**src/hash_accel_pkg.sv**
```systemverilog
// Shared widths, memory port and register structs, state enums, SHA-512 constant tables
`default_nettype none

package hash_accel_pkg;

  localparam int CL_ADDR_W = 42;
  localparam int CL_DATA_W = 512;

  typedef logic [CL_ADDR_W-1:0] t_cl_addr;
  typedef logic [CL_DATA_W-1:0] t_cl_data;

  // Read request, len2 asks for two consecutive lines
  typedef struct packed {
    logic     valid;
    t_cl_addr addr;
    logic     len2;
  } t_rd_req;

  typedef struct packed {
    logic     valid;
    logic     cl_num;   // 0 for the first line of a pair
    t_cl_data data;
  } t_rd_rsp;

  typedef struct packed {
    logic     valid;
    t_cl_addr addr;
    t_cl_data data;
  } t_wr_req;

  // Buffer sizes are counted in lines
  typedef struct packed {
    t_cl_addr in_addr;
    t_cl_addr in_size;
    t_cl_addr out_addr;
    t_cl_addr out_size;
    t_cl_addr dsm_addr;
  } t_hc_regs;

  typedef enum logic [2:0] {
    CSR_IN_ADDR  = 3'd0,
    CSR_IN_SIZE  = 3'd1,
    CSR_OUT_ADDR = 3'd2,
    CSR_OUT_SIZE = 3'd3,
    CSR_DSM_ADDR = 3'd4,
    CSR_CONTROL  = 3'd5
  } t_csr_addr;

  localparam logic [31:0] HC_CONTROL_START = 32'h0000_0001;

  typedef enum logic [2:0] {
    RD_IDLE,
    RD_FETCH,
    RD_WAIT_0,
    RD_WAIT_1,
    RD_FINISH
  } t_rd_state;

  typedef enum logic [1:0] {
    WR_IDLE,
    WR_DATA,
    WR_FINISH
  } t_wr_state;

  typedef enum logic [1:0] {
    CORE_IDLE,
    CORE_LOAD,
    CORE_ROUND,
    CORE_UPDATE
  } t_core_state;

  localparam logic [63:0] SHA512_K [80] = '{
    64'h428a2f98d728ae22, 64'h7137449123ef65cd, 64'hb5c0fbcfec4d3b2f, 64'he9b5dba58189dbbc,
    64'h3956c25bf348b538, 64'h59f111f1b605d019, 64'h923f82a4af194f9b, 64'hab1c5ed5da6d8118,
    64'hd807aa98a3030242, 64'h12835b0145706fbe, 64'h243185be4ee4b28c, 64'h550c7dc3d5ffb4e2,
    64'h72be5d74f27b896f, 64'h80deb1fe3b1696b1, 64'h9bdc06a725c71235, 64'hc19bf174cf692694,
    64'he49b69c19ef14ad2, 64'hefbe4786384f25e3, 64'h0fc19dc68b8cd5b5, 64'h240ca1cc77ac9c65,
    64'h2de92c6f592b0275, 64'h4a7484aa6ea6e483, 64'h5cb0a9dcbd41fbd4, 64'h76f988da831153b5,
    64'h983e5152ee66dfab, 64'ha831c66d2db43210, 64'hb00327c898fb213f, 64'hbf597fc7beef0ee4,
    64'hc6e00bf33da88fc2, 64'hd5a79147930aa725, 64'h06ca6351e003826f, 64'h142929670a0e6e70,
    64'h27b70a8546d22ffc, 64'h2e1b21385c26c926, 64'h4d2c6dfc5ac42aed, 64'h53380d139d95b3df,
    64'h650a73548baf63de, 64'h766a0abb3c77b2a8, 64'h81c2c92e47edaee6, 64'h92722c851482353b,
    64'ha2bfe8a14cf10364, 64'ha81a664bbc423001, 64'hc24b8b70d0f89791, 64'hc76c51a30654be30,
    64'hd192e819d6ef5218, 64'hd69906245565a910, 64'hf40e35855771202a, 64'h106aa07032bbd1b8,
    64'h19a4c116b8d2d0c8, 64'h1e376c085141ab53, 64'h2748774cdf8eeb99, 64'h34b0bcb5e19b48a8,
    64'h391c0cb3c5c95a63, 64'h4ed8aa4ae3418acb, 64'h5b9cca4f7763e373, 64'h682e6ff3d6b2b8a3,
    64'h748f82ee5defb2fc, 64'h78a5636f43172f60, 64'h84c87814a1f0ab72, 64'h8cc702081a6439ec,
    64'h90befffa23631e28, 64'ha4506cebde82bde9, 64'hbef9a3f7b2c67915, 64'hc67178f2e372532b,
    64'hca273eceea26619c, 64'hd186b8c721c0c207, 64'heada7dd6cde0eb1e, 64'hf57d4f7fee6ed178,
    64'h06f067aa72176fba, 64'h0a637dc5a2c898a6, 64'h113f9804bef90dae, 64'h1b710b35131c471b,
    64'h28db77f523047d84, 64'h32caab7b40c72493, 64'h3c9ebe0a15c9bebc, 64'h431d67c49c100d4c,
    64'h4cc5d4becb3e42b6, 64'h597f299cfc657e2a, 64'h5fcb6fab3ad6faec, 64'h6c44198c4a475817
  };

  // H0 word 0 first, it sits in the top 64 bits of a digest line
  localparam logic [63:0] SHA512_H0 [8] = '{
    64'h6a09e667f3bcc908, 64'hbb67ae8584caa73b, 64'h3c6ef372fe94f82b, 64'ha54ff53a5f1d36f1,
    64'h510e527fade682d1, 64'h9b05688c2b3e6c1f, 64'h1f83d9abfb41bd6b, 64'h5be0cd19137e2179
  };

endpackage : hash_accel_pkg

`default_nettype wire

```
**src/hash_csr.sv**
```systemverilog
// Host register file and start pulse decode
`timescale 1ns/1ns
`default_nettype none

module hash_csr (
  input  logic                      clk,
  input  logic                      reset,
  input  logic                      host_wr,
  input  hash_accel_pkg::t_csr_addr host_addr,
  input  logic [63:0]               host_data,
  output hash_accel_pkg::t_hc_regs  regs,
  output logic                      start
);

  localparam int AW = hash_accel_pkg::CL_ADDR_W;

  logic start_wr;

  // Only an explicit write of the start code counts
  assign start_wr = host_wr && (host_addr == hash_accel_pkg::CSR_CONTROL) &&
                    (host_data == 64'(hash_accel_pkg::HC_CONTROL_START));

  always_ff @(posedge clk or posedge reset) begin
    if (reset) begin
      regs  <= '0;
      start <= 1'b0;
    end else begin
      start <= start_wr;   // One cycle per write
      if (host_wr) begin
        case (host_addr)
          hash_accel_pkg::CSR_IN_ADDR:  regs.in_addr  <= host_data[AW-1:0];
          hash_accel_pkg::CSR_IN_SIZE:  regs.in_size  <= host_data[AW-1:0];
          hash_accel_pkg::CSR_OUT_ADDR: regs.out_addr <= host_data[AW-1:0];
          hash_accel_pkg::CSR_OUT_SIZE: regs.out_size <= host_data[AW-1:0];
          hash_accel_pkg::CSR_DSM_ADDR: regs.dsm_addr <= host_data[AW-1:0];
          default: begin
          end
        endcase
      end
    end
  end

endmodule : hash_csr

`default_nettype wire

```
**config.mk**
```make
export PLATFORM = sky130hd
export DESIGN_NAME = hash_csr
export DESIGN_NICKNAME = d
export VERILOG_FILES = /design/src/hash_accel_pkg.sv /design/src/hash_csr.sv
export SDC_FILE = /design/constraint.sdc
export NUM_CORES = 1
export LEC_CHECK = 0
export ABC_AREA = 1
export BUFFER_PORTS_ARGS = -buffer_cell sky130_fd_sc_hd__clkbuf_2
export CAP_MARGIN = 15
export CORE_UTILIZATION = 50
export CTS_CLUSTER_DIAMETER = 30
export DETAILED_ROUTE_END_ITERATION = 7
export GPL_ROUTABILITY_DRIVEN = 0
export PLACE_DENSITY_LB_ADDON = 0.12
export SLEW_MARGIN = 5
export SYNTH_ARGS = -nofsm -noshare
export SYNTH_HDL_FRONTEND = slang
export SYNTH_SLANG_ARGS = --single-unit
```
**constraint.sdc**
```tcl
create_clock -name clk -period 10.2 [get_ports clk]
set_input_delay 2.04 -clock clk [delete_from_list [all_inputs] [get_ports clk]]
set_output_delay 2.04 -clock clk [all_outputs]
set_load 0.01 [all_outputs]
```
# [Yosys cells after proc, flatten, opt, wreduce, memory -nomap -nowiden]
# Index checks and enable logic that the tools add are counted.
[word_totals] regBits=211 inputBits=70 out_inout_bits=211 word_cells=20
[classes] n_eq_ne=6 reduce_logical=8
[ops] op="64-bit by 1-bit equality test with 1-bit output (second input constant)" n=1
[ops] op="2-bit AND reduction" n=5
[ops] op="3-bit by 2-bit equality test with 1-bit output (second input constant)" n=2
[ops] op="3-bit equality test (second input constant)" n=2
[ops] op="3-bit by 1-bit equality test with 1-bit output (second input constant)" n=1
[ops] op="3-bit zero test" n=1
[ops] op="1-bit logical AND" n=2

# [Longest topological paths before layout]
# Gate-level depths: netlist (run 1).
[depth] word_depth=3 ltp_mapped=7 ltp_nobuf=7

# [Worst setup path after synthesis (run 1)]
# Ideal clock, no wire load.
[synth_path] kind="input to register" from="input host_addr[0]" to="register regs[19] (netlist bit)" setup_ns=0.130 arrival_ns=2.702 t_required_ns=10.070 path_slack_ns=7.368 stages=6 path_buffers=2 cell_sequence="nor2_1 nand3_1 buf_6 buf_6 nand2_1 o21ai_0"
[synth_via] elab_chain_len=2
[synth_lines] item="from (decl)" line_no="hash_csr.sv:9" source="input hash_accel_pkg::t_csr_addr host_addr,"
[synth_lines] item="3-bit equality test" line_no="hash_csr.sv:30" source="case (host_addr)"
[synth_lines] item="2-bit AND reduction (no line)"
[synth_lines] item="to (decl)" line_no="hash_csr.sv:11" source="output hash_accel_pkg::t_hc_regs regs,"
# Every way passes these cells.
# A chain may end at the register's enable or synchronous reset.

==> results of run 1 <==
## placed cells by master, fill, tap and decap left out, types with 2 or more instances in the layout
cell type / netlist / layout
clkbuf_8: 0 / 4
nor2_1: 23 / 23
nand2_1: 232 / 231
clkbuf_16: 0 / 41
inv_6: 0 / 6
nand3_1: 4 / 3
buf_4: 1 / 2
o21ai_1: 140 / 140
dfrtp_1: 211 / 211
inv_1: 62 / 61
bufinv_16: 0 / 5
o21ai_2: 9 / 9
o21ai_0: 61 / 61
clkbuf_1: 9 / 7
nand4_1: 6 / 6
clkbuf_2: 0 / 280
clkinv_2: 0 / 3
nand3_4: 0 / 3
## flip-flops by register name (all words and copies together), names as in the netlist
register / count
regs: 210
start: 1
## cells in the mapped netlist, drive strengths merged
cell type / number
dfrtp: 211
inv: 63
nand3: 6
nand4: 6
nor2: 24
o21ai: 210
buf: 36
nand2: 233
clkbuf: 9
## metrics by stage
| step | setup WS [ns] | util |
|---|---|---|
| 6_report | 6.88 | 0.695 |
| 5_1_grt | 6.55 | 0.695 |
| 4_1_cts | 6.79 | 0.695 |
| 3_5_place_dp | 6.27 | 0.608 |
| 3_3_place_gp | 6.28 | 0.608 |
| 2_1_floorplan | 2.39 | - |
## layout make-up
class                      count  area [um^2]
clock inverter                16          234
tap                          211          264
clock buffer                  52         1110
sequential                   211         5280
timing repair buffer         282         1420
inverter                      63          244
multi-input combinational    479         2170
fill                        1262         4710
## cells by family (layout without fill, tap and decap cells)
| family | count (synthesis) | in the layout |
|---|---|---|
| buffers and inverters | 108 | 413 |
| AOI/OAI and AO/OA | 210 | 210 |
| DFF | 211 | 211 |
| and+or+nand+nor | 269 | 269 |
## path summary, 6_finish.rpt
path | to | cells past startpoint | slack (ns)
max in group clk | regs[69]$_DFFE_PP0P_ | 5 | 6.90
hold reg to reg | regs[38]$_DFFE_PP0P_ | 2 | 0.48
min in group asynchronous | regs[149]$_DFFE_PP0P_ | 2 | 1.77
setup reg to reg | regs[26]$_DFFE_PP0P_ | 2 | 9.45
setup / recovery | regs[104]$_DFFE_PP0P_ | 3 | 6.88
hold / removal | regs[38]$_DFFE_PP0P_ | 2 | 0.48
## power by group through the flow
stage / Clock (W) / Combinational [W] / Sequential [W]
after global routing: 0.00135 / 0.000519 / 0.00110
after CTS: 0.00131 / 0.000470 / 0.00109
after floorplan: 0 / 0.000161 / 0.00116
after detailed placement: 0 / 0.000467 / 0.00109
final: 0.00130 / 0.000462 / 0.00109
after global placement: 0 / 0.000456 / 0.00109
## layer usage
layer / wire [um] / part of all wire / vias to the layer above / track usage
met5: 0 / 0 / - / 0
met4: 580 / 0.028 / 0 / 0.101
met3: 1570 / 0.075 / 46 / 0.0703
met2: 10200 / 0.48 / 243 / 0.434
met1: 8690 / 0.41 / 3097 / 0.332
li1: - / - / 3135 / -
## worst reg2reg max path: stages, from the launching register on
cell     delay [ns]
dfrtp_1        0.37
nand2_1        0.08
o21ai_0        0.13
==> out/qor.csv, run 1 <==
stage,metric,value,unit
run_status,run status,completed,
yosys,XOR/XNOR Fraction of Synth Area,0,
critical_path,family with the most delay on the worst path,buffers and inverters,
hold_path,Min-Delay Path Class,reg -> reg,
die,Rows,45,
clock_tree,clock slew at reported path FFs,0.05,ns
detailed_routing,Detailed Routing Iterations Pass 1,5,
yosys,post-synthesis mux area share,0,
cells_and_area,fin area,10700,um^2
placed_design,Cells after DPL,1246,
die,core area,15400,um^2
detailed_routing,Final ANT Viol Nets,0,
yosys,Synth warnings,0,
power_and_ir_drop,Clock Power Share,0.456,
power_and_ir_drop,Leakage,5.79,nW
yosys,Syn Area/Cell,10.0,um^2
yosys,post-synth net total,868,
die,die area,16500,um^2
die,Starting Density,0.519,
clock_tree,CTS Buf Count,38,
die,height of the die,129,um
timing,worst hold slack,0.478,ns
placed_design,port buffer count,280,
power_and_ir_drop,pwr dens,266,nW/um^2
clock_tree,Resize count post-CTS,0,
critical_path,slowest CP cell,buf_4,
critical_path,Critical Path RT,10.67,ns
critical_path,worst-path fanout max,135,
clock_tree,# clock sinks,211,
yosys,largest family of logic cells by synthesized area,compound AO/OA/AOI/OAI gates,
power_and_ir_drop,VDD IR-drop max,0.151,mV
detailed_routing,drt total wl,21000,um
timing,Final Hold Violating Endpoints,0,
yosys,Post-Synth Simple-Gate Area,0.131,
detailed_routing,drt first-iter violations,331,
yosys,Cell variety after synth,17,
power_and_ir_drop,cell internal pwr,0.00207,W
run,max-cap check violation count,0,
global_routing,pin count of the biggest net entering global routing,136,
critical_path,"Arr. time, crit path",3.79,ns
clock_tree,CTS tree,yes,
critical_path,Critical Path Source Type,input port,
critical_path,Max stage delay on crit path,0.85,ns
global_routing,first-pass GRT wire length,33400,um
clock_tree,number of buffers inserted by post-CTS setup repair,0,
clock_tree,CTS root buffer,clkbuf_16,
timing,Fmax,301,MHz
die,Die W,129,um
power_and_ir_drop,Reg power frac,0.382,
yosys,"top cells by area, synth","dfrtp_1 (66%), nand2_1 (11%), o21ai_1 (8.8%)",
detailed_routing,DR WL/cell,16.0,um
timing,RSZ-0062 raised after global routing,false,
yosys,Post-Synth Adder-Cell Area,0,
global_routing,vias in the first global route,6350,
critical_path,critical path type,in -> async,
global_routing,global route overflow,0,
placed_design,Detail Placement HPWL,13700,um
detailed_routing,routed vias/inst,4.96,
clock_tree,Max clock buf depth,3,
clock_tree,"Clk Latency, worst-skew pair",0.49,ns
timing,Final min period,3.32,ns
power_and_ir_drop,Psw,0.000779,W
clock_tree,Post-CTS Hold Fix Bufs,0,
timing,setup-violating endpoint count in the final report,0,
critical_path,critical-path cell list,"clkbuf_2, inv_8, buf_4",
timing,Final Skew,0,ns
clock_tree,H-tree Lvls,2,
global_routing,initial antenna violation count,0,
global_routing,gr usage total,0.263,
yosys,share of the synthesized area in the top cell type,0.659,
yosys,Synth Cell Area,8010,um^2
power_and_ir_drop,sw frac,0.273,
yosys,Seq cells post-synth,211,
detailed_routing,routed vias,6521,
critical_path,crit path buf inv count,3,
timing,Max Slew Vio Count,0,
cells_and_area,Area growth syn-to-layout,33.8,%
cells_and_area,Finished Layout Cells,1314,
placed_design,Placed Area,9380,um^2
timing,worst-margin pin slew,0.967,ns
timing,Fin Setup TNS,0,ns
critical_path,crit path capture type,async pin,
yosys,sequential fraction of the synthesis area,0.659,
critical_path,crit path from,reset,
hold_path,min-delay src,regs[38]$_DFFE_PP0P_,
yosys,Mapped Cells,798,
power_and_ir_drop,Comb pwr share,0.162,
timing,Max-slew headroom,0.356,
yosys,largest area contributor in the netlist,dfrtp_1,
yosys,post-synthesis compound-gate area fraction,0.135,
cells_and_area,ratio of cells with drive above 1 in the final layout,0.326,
die,Top Ports,281,
cells_and_area,post-layout net count,1145,
detailed_routing,DRC Markers,0,
power_and_ir_drop,Power Total,0.00285,W
cells_and_area,ant diodes,0,
timing,period utilization,0.326,
critical_path,reg-to-reg startpoint,regs[26]$_DFFE_PP0P_,
(Power assumes the default switching activity.)
==> run 2: changes to the inputs <==
ABC_AREA = 0   (was 1)
CORE_UTILIZATION = 45   (was 50)
clock period = 2.7 ns   (was 10.2 ns; I/O delays follow)
==> run 2 against run 1 <==
Net effect:
- first-iteration DRC count fell by 53%
- hold slack lost 0.15 ns
- sequential cell count unchanged
- via count fell by 18%
- synthesized cell count shrank 41%
- design area increased by 5.0%
- sequential share of layout area is 2.4 points lower
- clock power grew to 4.2 times the previous value
- die area grew 11%
- wire length decreased by 0.60%
- critical path depth rose by 3
- non-clock buffer count grew 14
- critical endpoint is now start$_DFF_PP0_
- largest power group unchanged
- highest routed layer unchanged
==> out/qor.csv, run 2 <==
stage,metric,value,unit,change
yosys,largest area contributor in the netlist,dfrtp_1,,
clock_tree,CTS tree,yes,,
yosys,"top cells by area, synth","dfrtp_1 (66%), mux2_2 (29%), buf_2 (1.1%)",,
power_and_ir_drop,Power Total,0.0117,W,+310%
clock_tree,H-tree Lvls,2,,unchanged
critical_path,reg2reg setup slack,1.92,ns,-7.53 ns
critical_path,Critical Path RT,3.10,ns,-7.57 ns
cells_and_area,fin area,11300,um^2,+5.0%
yosys,Synth warnings,0,,unchanged
yosys,sequential fraction of the synthesis area,0.661,,+0.00186
clock_tree,Resize count post-CTS,0,,unchanged
die,die area,18300,um^2,+11%
timing,Final Skew,0,ns,unchanged
yosys,Synth Cell Area,7990,um^2,-0.28%
power_and_ir_drop,pwr dens,1040,nW/um^2,+290%
cells_and_area,most frequent cells in the layout,"clkbuf_2 (280), dfrtp_1 (211), mux2_2 (205)",,
yosys,post-synthesis compound-gate area fraction,0,,-0.135
run,max-cap check violation count,0,,unchanged
clock_tree,clock slew at reported path FFs,0.04,ns,about the same
cells_and_area,number of flip-flops in the largest register,210,,unchanged
detailed_routing,Final ANT Viol Nets,0,,unchanged
global_routing,global route overflow,0,,unchanged
timing,Final min period,1.72,ns,
power_and_ir_drop,Comb pwr share,0.175,,+0.013
die,Top Ports,281,,unchanged
yosys,Mapped Cells,473,,-41%
timing,setup-violating endpoint count in the final report,0,,unchanged
cells_and_area,ant diodes,0,,unchanged
timing,Max Slew Vio Count,0,,unchanged
yosys,Post-Synth Adder-Cell Area,0,,unchanged
yosys,share of the synthesized area in the top cell type,0.661,,+0.00186
critical_path,critical-path cell list,"clkbuf_2, nor4_1, buf_4, nand4_1, or4_1, nor4_2",,
detailed_routing,drt total wl,20900,um,-0.60%
die,core area,17300,um^2,+12%
detailed_routing,drt first-iter violations,155,,-53%
detailed_routing,routed vias,5355,,-18%
critical_path,slowest CP cell,or4_1,,
timing,Fmax,581,MHz,
yosys,Syn Area/Cell,16.9,um^2,+68%
yosys,"Async S/R FF share, synth",1.00,,unchanged
yosys,largest family of logic cells by synthesized area,multiplexers,,
cells_and_area,"commonest non-fill, non-tap cell in the layout",clkbuf_2,,
cells_and_area,Area growth syn-to-layout,41.0,%,
timing,Max-slew headroom,0.653,,+0.297
critical_path,reg-to-reg startpoint,regs[193]$_DFFE_PP0P_,,
power_and_ir_drop,VDD IR-drop max,0.482,mV,+220%
timing,Final Hold Violating Endpoints,0,,unchanged
yosys,"top cells by count, synth","dfrtp_1 (211), mux2_2 (205), buf_2 (17)",,
clock_tree,number of buffers inserted by post-CTS setup repair,0,,unchanged
global_routing,first-pass GRT wire length,32300,um,-3.3%
yosys,Cell variety after synth,18,,+1
critical_path,crit path buf inv count,2,,-1
critical_path,Max stage delay on crit path,0.55,ns,-0.30 ns
timing,RSZ-0062 raised after global routing,false,,
yosys,top-count cell post-synth,dfrtp_1,,
cells_and_area,Finished Layout Cells,1050,,-20%
critical_path,worst-path fanout max,6,,-96%
detailed_routing,DR WL/cell,19.9,um,+24%
critical_path,Critical Path Source Type,input port,,
clock_tree,Post-CTS Hold Fix Bufs,1,,+1
yosys,post-synth net total,543,,-37%
cells_and_area,Reg with most FFs,regs,,
yosys,Post-Synth Simple-Gate Area,0.0277,,-0.104
cells_and_area,post-layout net count,862,,-25%
timing,period utilization,0.638,,
die,Die W,135,um,+5.2%
yosys,XOR/XNOR Fraction of Synth Area,0,,unchanged
placed_design,Detail Placement HPWL,14200,um,+3.7%
yosys,dominant synthesized flop cell,dfrtp_1,,
power_and_ir_drop,cell internal pwr,0.00869,W,+320%
clock_tree,# clock sinks,211,,unchanged
global_routing,vias in the first global route,5694,,-10%
timing,worst-margin pin slew,0.516,ns,-0.451 ns
die,Rows,48,,+6.7%
placed_design,Placed Area,9730,um^2,+3.8%
clock_tree,Max clock buf depth,3,,unchanged
clock_tree,CTS Buf Count,42,,+11%
power_and_ir_drop,sw frac,0.258,,-0.0152
detailed_routing,routed vias/inst,5.10,,+2.8%
yosys,number of flops mapped to enable cells by yosys,0,,unchanged
hold_path,Min-Delay Path Class,in -> reg,,
cells_and_area,ratio of cells with drive above 1 in the final layout,0.704,,+0.378
detailed_routing,Detailed Routing Iterations Pass 1,4,,-1
die,Starting Density,0.462,,-0.0574
run_status,run status,completed,,
clock_tree,CTS root buffer,clkbuf_16,,
clock_tree,"Clk Latency, worst-skew pair",0.50,ns,about the same
detailed_routing,DRC Markers,0,,unchanged
placed_design,port buffer count,280,,unchanged
die,height of the die,135,um,+5.2%
timing,worst hold slack,0.333,ns,-0.145 ns
power_and_ir_drop,Reg power frac,0.361,,-0.021
power_and_ir_drop,Psw,0.00303,W,+290%
global_routing,pin count of the biggest net entering global routing,85,,-38%
placed_design,Cells after DPL,972,,-22%
critical_path,critical path type,in -> reg,,
cells_and_area,largest registers,"regs: 210 flops, start: 1 flops",,
critical_path,"Arr. time, crit path",2.13,ns,-1.66 ns
critical_path,family with the most delay on the worst path,simple AND/OR/NAND/NOR gates,,
critical_path,crit path capture type,flip-flop,,
power_and_ir_drop,Leakage,5.41,nW,-6.6%
critical_path,crit path from,host_data[30],,
global_routing,initial antenna violation count,0,,unchanged
global_routing,gr usage total,0.234,,-0.0284
yosys,Seq cells post-synth,211,,unchanged
hold_path,min-delay src,host_data[24],,
yosys,post-synthesis mux area share,0.296,,+0.296
power_and_ir_drop,Clock Power Share,0.463,,+0.007
==> run 2: cell types whose count changed after synthesis, sizes merged, moves of 3 or more <==
cell,delta
nand2,-232
mux2,+210
o21ai,-210
inv,-62
nor2,-23
buf,-15
nor4,+15
clkbuf,-9
nand3,-5
nand4,-3
==> run 2: stage by stage <==
| stage | TNS, ns | worst slack (ns) | util |
|---|---|---|---|
| 2_1_floorplan | -122.84 | -0.582 | - |
| 3_3_place_gp | 0 | 0.430 | 0.563 |
| 3_5_place_dp | 0 | 0.385 | 0.563 |
| 4_1_cts | 0 | 0.905 | 0.651 |
| 5_1_grt | 0 | 0.743 | 0.651 |
| 6_report | 0 | 0.979 | 0.651 |
==> run 2: area by class of cell <==
| class | count | area [um^2] |
|---|---|---|
| timing repair buffer | 296 | 1560 |
| clock inverter | 24 | 353 |
| multi-input combinational | 240 | 2610 |
| sequential | 211 | 5280 |
| clock buffer | 53 | 1160 |
| fill | 1329 | 6040 |
| inverter | 1 | 7.51 |
| tap | 225 | 282 |
==> run 2: cells by family (layout without fill, tap and decap cells) <==
group | Yosys count | count (layout)
flip-flops | 211 | 211
multiplexers | 210 | 210
AND/OR/NAND/NOR | 30 | 30
buffers and inverters | 22 | 374
==> run 2: per-layer routing <==
layer | vias to the layer above | GRT usage | share of wire
met5 | - | 0 | 0
met4 | 0 | 0.0655 | 0.011
met3 | 18 | 0.0685 | 0.075
met2 | 202 | 0.390 | 0.50
met1 | 2748 | 0.297 | 0.42
li1 | 2387 | - | -
==> run 2: worst paths after layout <==
path                                          to  depth (start not counted)
max                              start$_DFF_PP0_                          6
min                        regs[192]$_DFFE_PP0P_                          2
min in group asynchronous   regs[36]$_DFFE_PP0P_                          3
max reg2reg                regs[193]$_DFFE_PP0P_                          1
max in group asynchronous  regs[180]$_DFFE_PP0P_                          4
min reg2reg                regs[192]$_DFFE_PP0P_                          1
==> run 2: power by group through the flow <==
stage | clock network (W) | logic, W | registers [W]
after CTS | 0.00552 | 0.00208 | 0.00424
after floorplan | 0 | 0.000700 | 0.00457
after global placement | 0 | 0.00203 | 0.00423
final | 0.00543 | 0.00205 | 0.00423
after detailed placement | 0 | 0.00207 | 0.00427
after global routing | 0.00568 | 0.00221 | 0.00433
